--- src/hdl/bus_pkg.sv ---
package bus_pkg;

    // wishbone word addressing, 32-bit data
    localparam int ADDR_W = 30;
    localparam int DATA_W = 32;
    localparam int SEL_W  = 4;

    typedef logic [ADDR_W-1:0] addr_t;
    typedef logic [DATA_W-1:0] data_t;
    typedef logic [SEL_W-1:0]  sel_t;

    // top address bits pick the region
    localparam int REGION_MSB = 29;
    localparam int REGION_LSB = 21;
    localparam int REGION_W   = REGION_MSB - REGION_LSB + 1;

    // 8MB of ram at the bottom of the map
    localparam logic [REGION_W-1:0] MEM_REGION    = 9'd0;
    // system registers in the next 8MB block
    localparam logic [REGION_W-1:0] SYSREG_REGION = 9'd1;

    // single word for the switch/led port
    localparam addr_t SW_LED_ADDR = 30'h400001;

endpackage : bus_pkg

--- src/hdl/sysreg_pkg.sv ---
package sysreg_pkg;

    // register offset taken from the low word-address bits
    localparam int SYSREG_OFF_W = 4;

    typedef logic [SYSREG_OFF_W-1:0] sysreg_off_t;

    localparam sysreg_off_t REG_ID      = 4'd0;
    localparam sysreg_off_t REG_SCRATCH = 4'd1;
    localparam sysreg_off_t REG_BUSERR  = 4'd2;
    localparam sysreg_off_t REG_POWER   = 4'd3;
    localparam sysreg_off_t REG_IRQ     = 4'd4;

    // read-only identification word
    localparam logic [31:0] SYS_ID = 32'h20191028;

endpackage : sysreg_pkg

--- src/hdl/sysreg_block.sv ---
`timescale 1ns/1ps

module sysreg_block import bus_pkg::*, sysreg_pkg::*; (
    input  logic        i_clk,
    input  logic        i_rst_n,
    input  logic        i_stb,
    input  logic        i_we,
    input  sysreg_off_t i_off,
    input  data_t       i_dat,
    // error report from the decoder
    input  logic        i_err,
    input  addr_t       i_err_adr,
    output logic        o_ack,
    output data_t       o_dat,
    output logic        o_irq
);

    data_t r_scratch;
    data_t r_power;
    addr_t r_bus_err;

    // writable registers
    always_ff @(posedge i_clk or negedge i_rst_n) begin
        if (!i_rst_n) begin
            o_irq <= 1'b0;
        end else if (i_stb && i_we && i_off == REG_IRQ) begin
            o_irq <= i_dat[0];
        end
    end

    always_ff @(posedge i_clk) begin
        if (i_stb && i_we && i_off == REG_SCRATCH)
            r_scratch <= i_dat;
    end

    // last errored word address
    always_ff @(posedge i_clk or negedge i_rst_n) begin
        if (!i_rst_n)
            r_bus_err <= '0;
        else if (i_err)
            r_bus_err <= i_err_adr;
    end

    // cycles since reset, top bit sticks once reached
    always_ff @(posedge i_clk or negedge i_rst_n) begin
        if (!i_rst_n)
            r_power <= '0;
        else if (!r_power[DATA_W-1])
            r_power <= r_power + 1'b1;
        else
            r_power[DATA_W-2:0] <= r_power[DATA_W-2:0] + 1'b1;
    end

    always_ff @(posedge i_clk) begin
        if (i_stb) begin
            case (i_off)
                REG_ID:      o_dat <= SYS_ID;
                REG_SCRATCH: o_dat <= r_scratch;
                REG_BUSERR:  o_dat <= {r_bus_err, 2'b00};
                REG_POWER:   o_dat <= r_power;
                REG_IRQ:     o_dat <= {{(DATA_W-1){1'b0}}, o_irq};
                default:     o_dat <= '0;
            endcase
        end
    end

    always_ff @(posedge i_clk or negedge i_rst_n) begin
        if (!i_rst_n)
            o_ack <= 1'b0;
        else
            o_ack <= i_stb;
    end

endmodule : sysreg_block

--- config.mk ---
export PLATFORM = sky130hd
export DESIGN_NAME = sysreg_block
export DESIGN_NICKNAME = d
export VERILOG_FILES = /design/src/hdl/bus_pkg.sv /design/src/hdl/sysreg_pkg.sv /design/src/hdl/sysreg_block.sv
export SDC_FILE = /design/constraint.sdc
export NUM_CORES = 1
export LEC_CHECK = 0
export ABC_AREA = 1
export BUFFER_PORTS_ARGS = -buffer_cell sky130_fd_sc_hd__buf_2
export CAP_MARGIN = 20
export CORE_MARGIN = 3
export CORE_UTILIZATION = 59
export CTS_CLUSTER_DIAMETER = 50
export CTS_CLUSTER_SIZE = 14
export DETAILED_ROUTE_END_ITERATION = 10
export PLACE_DENSITY = 0.93
export SYNTH_ARGS = -nofsm -noshare
export SYNTH_HDL_FRONTEND = slang
export SYNTH_SLANG_ARGS = --single-unit
--- constraint.sdc ---
create_clock -name i_clk -period 3.7 [get_ports i_clk]
set_input_delay 0.74 -clock i_clk [delete_from_list [all_inputs] [get_ports i_clk]]
set_output_delay 0.74 -clock i_clk [all_outputs]
set_load 0.01 [all_outputs]
## After elaboration in Yosys (flattened, before gate mapping)

Cells that the tools add are included.

- Multipliers: 0
- Shift operators: 0
- Add/subtract/negate cells: 2
- Muxes and demuxes: 3
- Order comparisons: 0
- Equal/unequal tests: 4
- Div/mod/pow operators: 0
- Bitwise gates (word level): 0
- Reduce and logical (&&, ||, !) cells: 4

Operators with widths:

| cell | number |
|---|---|
| 32-bit one-hot mux with 5 select lines | 1 |
| 32-bit by 1-bit adder with 32-bit output (second input constant) | 1 |
| 31-bit by 1-bit adder with 31-bit output (second input constant) | 1 |
| 31-bit 2-to-1 mux | 1 |
| 4-bit by 2-bit == test with 1-bit output (second input constant) | 2 |
| 4-bit by 1-bit == test with 1-bit output (second input constant) | 1 |
| 4-bit by 3-bit == test with 1-bit output (second input constant) | 1 |
| 4-bit logical NOT | 1 |
| 1-bit logical AND | 3 |
| 1-bit 2-to-1 mux | 1 |

- Memories kept: 0
- Bits in latches: 0
- ROM bits: 0
- Input bits: 71
- Register bits after elaboration: 128
- Output and inout bits: 34
- Memory bits (writable): 0
- Word-level logic and storage cells: 19

## Logic depth before layout (Yosys ltp)

Gate-level depths: netlist of the first run.

- Word-level depth: 2
- Mapped depth: 8
- Mapped depth without buffers: 8

## Least setup slack after synthesis of the first run

Ideal clock, no wire load.

- Kind: input-to-reg
- From: in i_off[3]
- To: reg r_scratch[0], enable pin
- Arrival: 2.401 ns
- Slack: 0.878 ns
- Data required time: 3.279 ns
- Library setup time: 0.421 ns
- Path buffers: 0
- Stages: 3
- Cells stage by stage: nor2_1 -> nand3_1 -> nor2_1

- Longest elaborated chain between the ends: 2

RTL lines:

| element | RTL line | RTL |
|---|---|---|
| from (decl) | sysreg_block.sv:8 | `input sysreg_off_t i_off,` |
| 4-bit by 1-bit == test with 1-bit output | sysreg_block.sv:32 | `if (i_stb && i_we && i_off == REG_SCRATCH)` |
| 1-bit logical AND | sysreg_block.sv:32 |  |
| to (signal assigned) | sysreg_block.sv:33 | `r_scratch <= i_dat;` |
| to (decl) | sysreg_block.sv:18 | `data_t r_scratch;` |

Every way passes these cells.
A chain may end at the register's enable or synchronous reset.

## Worst setup path in the final report of the first run

- From: in i_off[3]
- To: reg r_scratch[22], enable pin

The elaborated chain is that of the path after synthesis.

==> flow_summary.ini, run 1 <==
[power]
pwr_density_cell_mw_per_mm2 = 534
p_int_mw = 2.79
pwr-share-clk = 0.509
ir_drop_uv = 292
comb_power_share = 0.050
net-switching-power_uw = 774
p_leak_nw = 2.99
swShare = 0.217
p_seq_frac = 0.441
p_total_mw = 3.57

[floorplanning]
fp.dieH_um = 102
die_area_mm2 = 0.0103
start_util = 0.612
core_area_mm2 = 0.00881
pin_count = 105
die_w_um = 102
rows = 34

[flow_run]
cap_viol_max_count = 0

[setup_path]
required_ps = 3830
worst_setup_path_end_kind = flip-flop
worstReg2RegEnd = r_power[28]$_DFF_PN0_
path_class = input port to flip-flop
crit_path_start_kind = input port
reg2regPathDepth = 8
timing.rr.start = r_power[1]$_DFF_PN0_
crit_fanout = 32
ff2ff_setup_slack_ps = 2130
cp_data_arrival_time_ps = 2160

[grt]
grt_pass1_vias = 4518
grt_pass1_wl_um = 21700
antenna_found_initial = 0
grt_max_degree = 61
overflow = 0
grt_usage = 0.275

[final_layout]
drive_gt1_frac = 0.240
final_cells = 759
diodes = 0
nNetsFinal = 710
final_cell_area_mm2 = 0.00668
post-route-util = 0.758
syn2layout_area_growth_pct = 24.0

[clock_network]
cts_hold_buf = 0
cts_setup_buffers = 0
clk_pin_slew_ps = 60
cts_buffers = 17
cts-root-buf = clkbuf_8
cts_resized = 0
cts_tree = done
h-tree-depth = 4
clock-sinks = 128
clkLatencyLatePin_ps = 510
cts_buffer_depth = 2

[sta]
rsz0062_at_grt = false
relSlewSlack = 0.335
post-route-min-period_ps = 2040
hold_ws_ps = 213
slew_violations = 0
fmax_ghz = 0.491
finalCritPeriodShare = 0.550
max_slew.worst_pin.slew_ps = 995
fin_ws_ps = 1670
hold_viol = 0
fin_skew_ps = 13.1
finalSetupTns_ps = 0
setup_violations = 0

[synth]
ys_seq_elements = 128
synth_top_cells_by_area = edfxtp_1 36%, dfrtp_1 30%, nand2_1 11%, inv_1 4.6%, o21ai_0 2.8%
synth.most_common_cell = nand2_1
ys_async_sr_fraction = 0.500
synth_ff_type = edfxtp_1
synth_cell_types = 24
synth.cells.most_frequent = 163 x nand2_1, 66 x inv_1, 64 x dfrtp_1, 64 x edfxtp_1, 36 x nor2_1
synthCells = 525
synth_top_area_frac = 0.357
syn_nets = 597
postSynthAreaPerCell_um2 = 10.3
synth_area_mm2 = 0.00539
synth_enable_flop_cells = 64
yosysTopAreaCell = edfxtp_1
yosysWarnings = 0
ys_seq_area_frac = 0.654

[routing]
routed_wl_um = 13500
first_pass_iters = 5
routedWlPerCell_um = 17.7
drc = 0
dr_total_vias = 4294
first_iter_violations = 411
ant_nets = 0
routed_via_density = 5.66

[run_status]
status = complete, no violations

[place]
place_congestion = 0.880
port_buffers = 104
pre_cts_ws_ps = 1220
dpl.cell_count = 726
place_area_mm2 = 0.00602
post-dp-hpwl_um = 8470

[worst_hold_path]
hp-class = input port to asynchronous set/reset pin
==> cells in the final DEF (no fill, tap or decap), types with 11 or more instances in the layout <==
master,instances
nand3_1,15
xor2_1,14
nand2_1,163
buf_2,104
o221ai_1,11
edfxtp_1,64
inv_1,66
o21ai_0,30
clkbuf_16,16
o211ai_1,13
nor2_1,35
dfrtp_1,64
==> state kept, by name (all words and copies together) (netlist names) <==
| register | flops |
|---|---|
| o_dat | 32 |
| o_ack | 1 |
| o_irq | 1 |
| r_scratch | 32 |
| r_bus_err | 30 |
| r_power | 32 |
==> layer usage <==
layer | wire [µm] | global-route usage | vias up
met5 | 0 | 0 | -
met4 | 271 | 0.107 | 0
li1 | - | - | 1953
met2 | 7140 | 0.479 | 241
met1 | 5130 | 0.341 | 2059
met3 | 924 | 0.0510 | 41
==> worst max-delay path, stage by stage <==
cell and delay [ps]:
buf_2 120, nor2_1 260, nand3_1 220, nor2_4 800
==> cell type report <==
cell class / instances / area, µm²
Clock buffer: 17 / 414
Clock inverter: 15 / 229
Fill cell: 540 / 2130
Inverter: 66 / 248
Multi-Input combinational cell: 315 / 1560
Sequential cell: 128 / 3520
Tap cell: 108 / 135
Timing Repair Buffer: 110 / 573
==> cells by family (layout without fill, tap and decap cells) <==
kind of cell / Yosys count / after routing / share of synthesized area
buffers and inverters: 82 / 208 / 0.0583
adders and majority gates: 1 / 1 / 0.00232
xor gates and xnor gates: 16 / 16 / 0.0260
and+or+nand+nor: 233 / 233 / 0.180
DFF: 128 / 128 / 0.654
AOI/OAI and AO/OA: 65 / 65 / 0.0797
==> worst max path at each step <==
stage | start | end | slack [ps] | depth (start not counted)
4_1_cts | i_off[3] | r_scratch[19]$_DFFE_PP_ | 1730 | 4
5_1_grt | i_off[3] | r_scratch[19]$_DFFE_PP_ | 1590 | 4
6_report | i_off[3] | r_scratch[22]$_DFFE_PP_ | 1670 | 4
3_5_place_dp | i_off[3] | r_scratch[26]$_DFFE_PP_ | 1220 | 4
3_3_place_gp | i_off[3] | r_scratch[22]$_DFFE_PP_ | 1380 | 4
2_1_floorplan | i_off[3] | r_scratch[0]$_DFFE_PP_ | 880 | 3
==> power by group through the flow <==
stage	registers (mW)	logic, mW	clock network [mW]
2_1_floorplan	1.61	0.0600	0
3_3_place_gp	1.60	0.165	0
3_5_place_dp	1.60	0.174	0
4_1_cts	1.57	0.178	1.82
5_1_grt	1.58	0.198	1.88
6_report	1.57	0.177	1.82
(Power assumes the default switching activity.)
==> run 2: changes to the inputs <==
Settings changed: ABC_AREA 1 to 0, CORE_UTILIZATION 59 to 50, PLACE_DENSITY 0.93 to 0.85.
Clock period 3.7 ns to 1.8 ns, I/O delays scaled along.
==> run 2 against run 1 <==
Net effect: die area is 17% higher; area after synthesis decreased by 0.30%; critical path type is now flip-flop to flip-flop; cell count down 16%; wire length down 15%; combinational power grew to 2.6 times the previous value; critical path depth rose by 2; first-iteration DRC count is 60% lower; total power rose by 87%.
==> flow_summary.ini, run 2 <==
[grt]
grt_usage = 0.207
antenna_found_initial = 0
grt_pass1_vias = 3615
overflow = 0
grt_max_degree = 35
grt_pass1_wl_um = 18300

[routing]
first_pass_iters = 5
routed_via_density = 5.44
drc = 0
routed_wl_um = 11500
first_iter_violations = 165
ant_nets = 0
dr_total_vias = 3477
routedWlPerCell_um = 18.0

[floorplanning]
die_w_um = 110
start_util = 0.518
core_area_mm2 = 0.0104
die_area_mm2 = 0.0120
pin_count = 105
fp.dieH_um = 110
rows = 37

[synth]
ys_seq_area_frac = 0.656
synth_ff_type = edfxtp_1
synth_cell_types = 33
synth.cells.most_frequent = 64 x dfrtp_1, 64 x edfxtp_1, 54 x mux2_2
postSynthAreaPerCell_um2 = 14.4
ys_async_sr_fraction = 0.500
synthCells = 372
synth_enable_flop_cells = 64
yosysWarnings = 0
syn_nets = 444
synth_top_cells_by_area = edfxtp_1 36%, dfrtp_1 30%, mux2_2 11%, a22oi_1 3.2%, xor2_1 2.9%
synth_area_mm2 = 0.00537
ys_seq_elements = 128
yosysTopAreaCell = edfxtp_1
synth_top_area_frac = 0.358

[place]
port_buffers = 104
dpl.cell_count = 603
place_congestion = 0.863
post-dp-hpwl_um = 7910
place_area_mm2 = 0.00614

[clock_network]
cts_buffer_depth = 2
cts-root-buf = clkbuf_8
clk_pin_slew_ps = 60
clock-sinks = 128
cts_buffers = 17
h-tree-depth = 4
clkLatencyLatePin_ps = 500
cts_tree = done

[final_layout]
nNetsFinal = 563
final_cell_area_mm2 = 0.00672
syn2layout_area_growth_pct = 25.2
multi_input_area_mm2 = 0.00176
layout_common_cells = 104 x buf_2, 64 x dfrtp_1, 64 x edfxtp_1
top_regs = o_dat (32), r_power (32), r_scratch (32)
final_cells = 639
seq_area_mm2 = 0.00352
mostFrequentLayoutCell = buf_2
post-route-util = 0.648
diodes = 0
n_fill_cell = 743
drive_gt1_frac = 0.421

[power]
swShare = 0.211
net-switching-power_mw = 1.41
comb_power_share = 0.069
p_seq_frac = 0.489
ir_drop_uv = 615
pwr-share-clk = 0.442
pwr_density_cell_mw_per_mm2 = 991
p_leak_nw = 2.93
p_int_mw = 5.26
p_total_mw = 6.67

[sta]
relSlewSlack = 0.635
hold_viol = 0
fmax_ghz = 0.584
fin_skew_ps = 8.13
post-route-min-period_ps = 1710
rsz0062_at_grt = false
max_slew.worst_pin.slew_ps = 548
hold_ws_ps = 27.7
slew_violations = 0
setup_violations = 0
finalCritPeriodShare = 0.951

[setup_path]
cp_data_arrival_time_ps = 2140
slowest_delay_ps = 420
required_ps = 2230
crit_family = simple AND/OR/NAND/NOR gates
crit_path_start_kind = flip-flop
worst-path-buf-inv = 1
worst_setup_path_end_kind = flip-flop
cpMaxStageDelayCell = dfrtp_1
crit_fanout = 6
crit_chain = ha_1 -> and3_4 -> nand4_4 -> buf_12 -> nor3_1 -> xor2_1
path_class = flip-flop to flip-flop

[worst_hold_path]
hp-class = input port to flip-flop

[flow_run]
cap_viol_max_count = 0

[run_status]
status = complete, no violations
-- run 2: area by class of cell --
cell class | instances | area share
clock inverter | 10 | 0.0106
multi-input combinational | 218 | 0.262
sequential | 128 | 0.524
timing repair buffer | 120 | 0.110
clock buffer | 21 | 0.0653
inverter | 6 | 0.00335
tap | 136 | 0.0253
-- run 2: metrics by stage --
step                      TNS, ps  worst slack, ps
after CTS                       0             54.9
after floorplan             -4550             -142
after global routing            0             2.35
after detailed placement     -236            -55.9
after global placement          0             41.9
final                           0             88.3
-- run 2: kinds of logic after synthesis --
kind of cell	after synthesis	synth area share
AOI/OAI and AO/OA	39	0.0480
buffers and inverters	26	0.0214
and+or+nand+nor	86	0.0948
muxes	63	0.130
DFF	128	0.656
xor gates and xnor gates	29	0.0473
adders and majority gates	1	0.00233
-- run 2: power groups by stage --
stage	clock (mW)	combinational (mW)	sequential [mW]
floorplan	0	0.208	3.32
global placement	0	0.441	3.31
detailed placement	0	0.458	3.31
CTS	3.00	0.463	3.26
global route	3.16	0.504	3.27
finish	2.95	0.459	3.26
-- run 2: routing by layer --
layer / GRT usage / vias up / part of all wire
li1: - / 1620 / -
met1: 0.258 / 1736 / 0.42
met2: 0.348 / 109 / 0.52
met3: 0.0564 / 12 / 0.053
met4: 0.0703 / 0 / 0.012
met5: 0 / - / 0
-- run 2: final timing paths --
kind	endpoint	cells past startpoint	from	slack (ps)
worst max-delay path	r_power[16]$_DFF_PN0_	6	r_power[0]$_DFF_PN0_	90
worst min-delay path	r_scratch[2]$_DFFE_PP_	1	i_dat[2]	30
worst max register to register	r_power[16]$_DFF_PN0_	6	r_power[0]$_DFF_PN0_	90
worst min register to register	r_power[31]$_DFF_PN0_	1	r_power[31]$_DFF_PN0_	490
max in group asynchronous	r_power[12]$_DFF_PN0_	3	i_rst_n	880
min in group asynchronous	r_bus_err[12]$_DFFE_PN0P_	2	i_rst_n	370
-- run 2: timing repair --
item                                    CTS  global route
gates cloned                              0             0
gates resized for setup                   1             3
hold buffers                              1             1
hold endpoints to repair                 16             1
endpoints found under the setup margin    2             4
setup buffers                             0             2
==> run 3: changes to the inputs <==
==> constraint.sdc (replaced) <==
create_clock -name i_clk -period 1.8 [get_ports i_clk]
set_input_delay 0.09 -clock i_clk [delete_from_list [all_inputs] [get_ports i_clk]]
set_output_delay 0.09 -clock i_clk [all_outputs]
set_load 0.01 [all_outputs]
==> run 3 against run 2 <==
Net effect: global-route usage up 2.6 points; highest routed layer unchanged; largest cell class unchanged; largest power group is now the clock network; total power up 7.2%; fmax down 1.3%.
==> flow_summary.ini, run 3 (same netlist as run 2, synthesis figures left out) <==
[place]
place_congestion = 0.847
pre_cts_ws_ps = 5.88
place_area_mm2 = 0.00610
post-dp-hpwl_um = 8210
port_buffers = 104

[final_layout]
syn2layout_area_growth_pct = 36.8
final_cell_area_mm2 = 0.00735
mostFrequentLayoutCell = buf_2
n_fill_cell = 676
top_regs = o_dat (32), r_power (32), r_scratch (32)
diodes = 0
nNetsFinal = 627
layout_common_cells = 104 x buf_2, 66 x dlygate4sd3_1, 64 x dfrtp_1, 64 x edfxtp_1, 54 x mux2_2
drive_gt1_frac = 0.386

[sta]
post-route-min-period_ps = 1730
setup_violations = 0
relSlewSlack = 0.494
slew_violations = 0
hold_viol = 0
finalCritPeriodShare = 0.964
rsz0062_at_grt = false
max_slew.worst_pin.slew_ps = 759
fmax_ghz = 0.576
fin_skew_ps = 8.70
finalSetupTns_ps = 0
fin_ws_ps = 65.1

[setup_path]
path_class = flip-flop to flip-flop
required_ps = 2230
worst_setup_path_end_kind = flip-flop
crit_chain = and4_1 -> nand4_4 -> nor3_2 -> xor2_1
cp_data_arrival_time_ps = 2160
slowest_delay_ps = 460
crit_path_start_kind = flip-flop
crit_fanout = 10
cpMaxStageDelayCell = dfrtp_1

[grt]
grt_max_degree = 32
antenna_found_initial = 0
grt_pass1_wl_um = 20600
overflow = 0
grt_usage = 0.233
grt_pass1_vias = 4121

[clock_network]
h-tree-depth = 4
cts_buffers = 17
cts-root-buf = clkbuf_8
clkLatencyLatePin_ps = 520
clock-sinks = 128
clk_pin_slew_ps = 60
cts_buffer_depth = 2
cts_tree = done

[run_status]
status = complete, no violations

[floorplanning]
fp.dieH_um = 110
pin_count = 105
start_util = 0.518
rows = 37
die_area_mm2 = 0.0120
core_area_mm2 = 0.0104
die_w_um = 110

[power]
ir_drop_uv = 580
p_leak_nw = 3.20
pwr_density_cell_mw_per_mm2 = 972
p_total_mw = 7.14

[routing]
routed_via_density = 5.41
ant_nets = 0
first_pass_iters = 5
routedWlPerCell_um = 18.4
drc = 0
first_iter_violations = 209
routed_wl_um = 13000
dr_total_vias = 3811

[worst_hold_path]
hp-class = input port to flip-flop

[flow_run]
cap_viol_max_count = 0
## run 3: changes by cell type in the layout (fill, tap and decap cells not counted), sizes merged
cell,before,now
bufinv,1,3
clkinvlp,1,2
dlygate4sd3,2,66
clkbuf,21,19
## run 3: final timing paths
| kind | startpoint | end | slack, ps | cells after the start |
|---|---|---|---|---|
| setup / recovery | r_power[7]$_DFF_PN0_ | r_power[22]$_DFF_PN0_ | 70 | 4 |
| hold / removal | i_off[3] | o_dat[0]$_DFFE_PP_ | 50 | 4 |
| setup reg to reg | r_power[7]$_DFF_PN0_ | r_power[22]$_DFF_PN0_ | 70 | 4 |
| hold reg to reg | r_power[31]$_DFF_PN0_ | r_power[31]$_DFF_PN0_ | 480 | 1 |
| max in group asynchronous | i_rst_n | r_bus_err[7]$_DFFE_PN0P_ | 970 | 3 |
| min in group asynchronous | i_rst_n | r_bus_err[25]$_DFFE_PN0P_ | 170 | 2 |
## run 3: per-layer routing
| layer | wire [µm] | global-route usage | vias up |
|---|---|---|---|
| met5 | 0 | 0 | - |
| met4 | 246 | 0.107 | 0 |
| met3 | 783 | 0.0517 | 24 |
| met2 | 6870 | 0.410 | 161 |
| met1 | 5070 | 0.272 | 1889 |
| li1 | - | - | 1737 |
## run 3: power by group
group | switching (mW) | internal [mW]
logic | 0.255 | 0.310
registers | 0.0559 | 3.20
clock network | 1.20 | 2.12
## run 3: cell type report
class / instances / area [µm²] / area share
Clock buffer: 19 / 432 / 0.0587
Clock inverter: 13 / 144 / 0.0196
Inverter: 6 / 22.5 / 0.00306
Multi-Input combinational cell: 218 / 1760 / 0.239
Sequential cell: 128 / 3520 / 0.479
Tap cell: 136 / 170 / 0.0232
Timing Repair Buffer: 184 / 1300 / 0.177
## run 3: what timing repair did
item	in CTS	in global routing
hold buffers	66	0
setup buffers	0	0
endpoints found under the setup margin	1	8
endpoints found under the hold margin	90	0
gates resized for setup	1	3
## run 3: stage by stage
| step | utilization | hold slack [ps] | std cells |
|---|---|---|---|
| floorplan | - | -206 | 372 |
| global placement | 0.588 | 167 | 606 |
| detailed placement | 0.588 | 180 | 606 |
| CTS | 0.708 | 27.0 | 704 |
| global route | 0.709 | 64.5 | 704 |
| finish | 0.709 | 52.3 | 704 |
## run 3: worst max-delay path: cells and delay by family, from the launching register on
family           cells  cell delay [ps]
flip-flops           1              460
AND/OR/NAND/NOR      3              960
XOR/XNOR             1              220
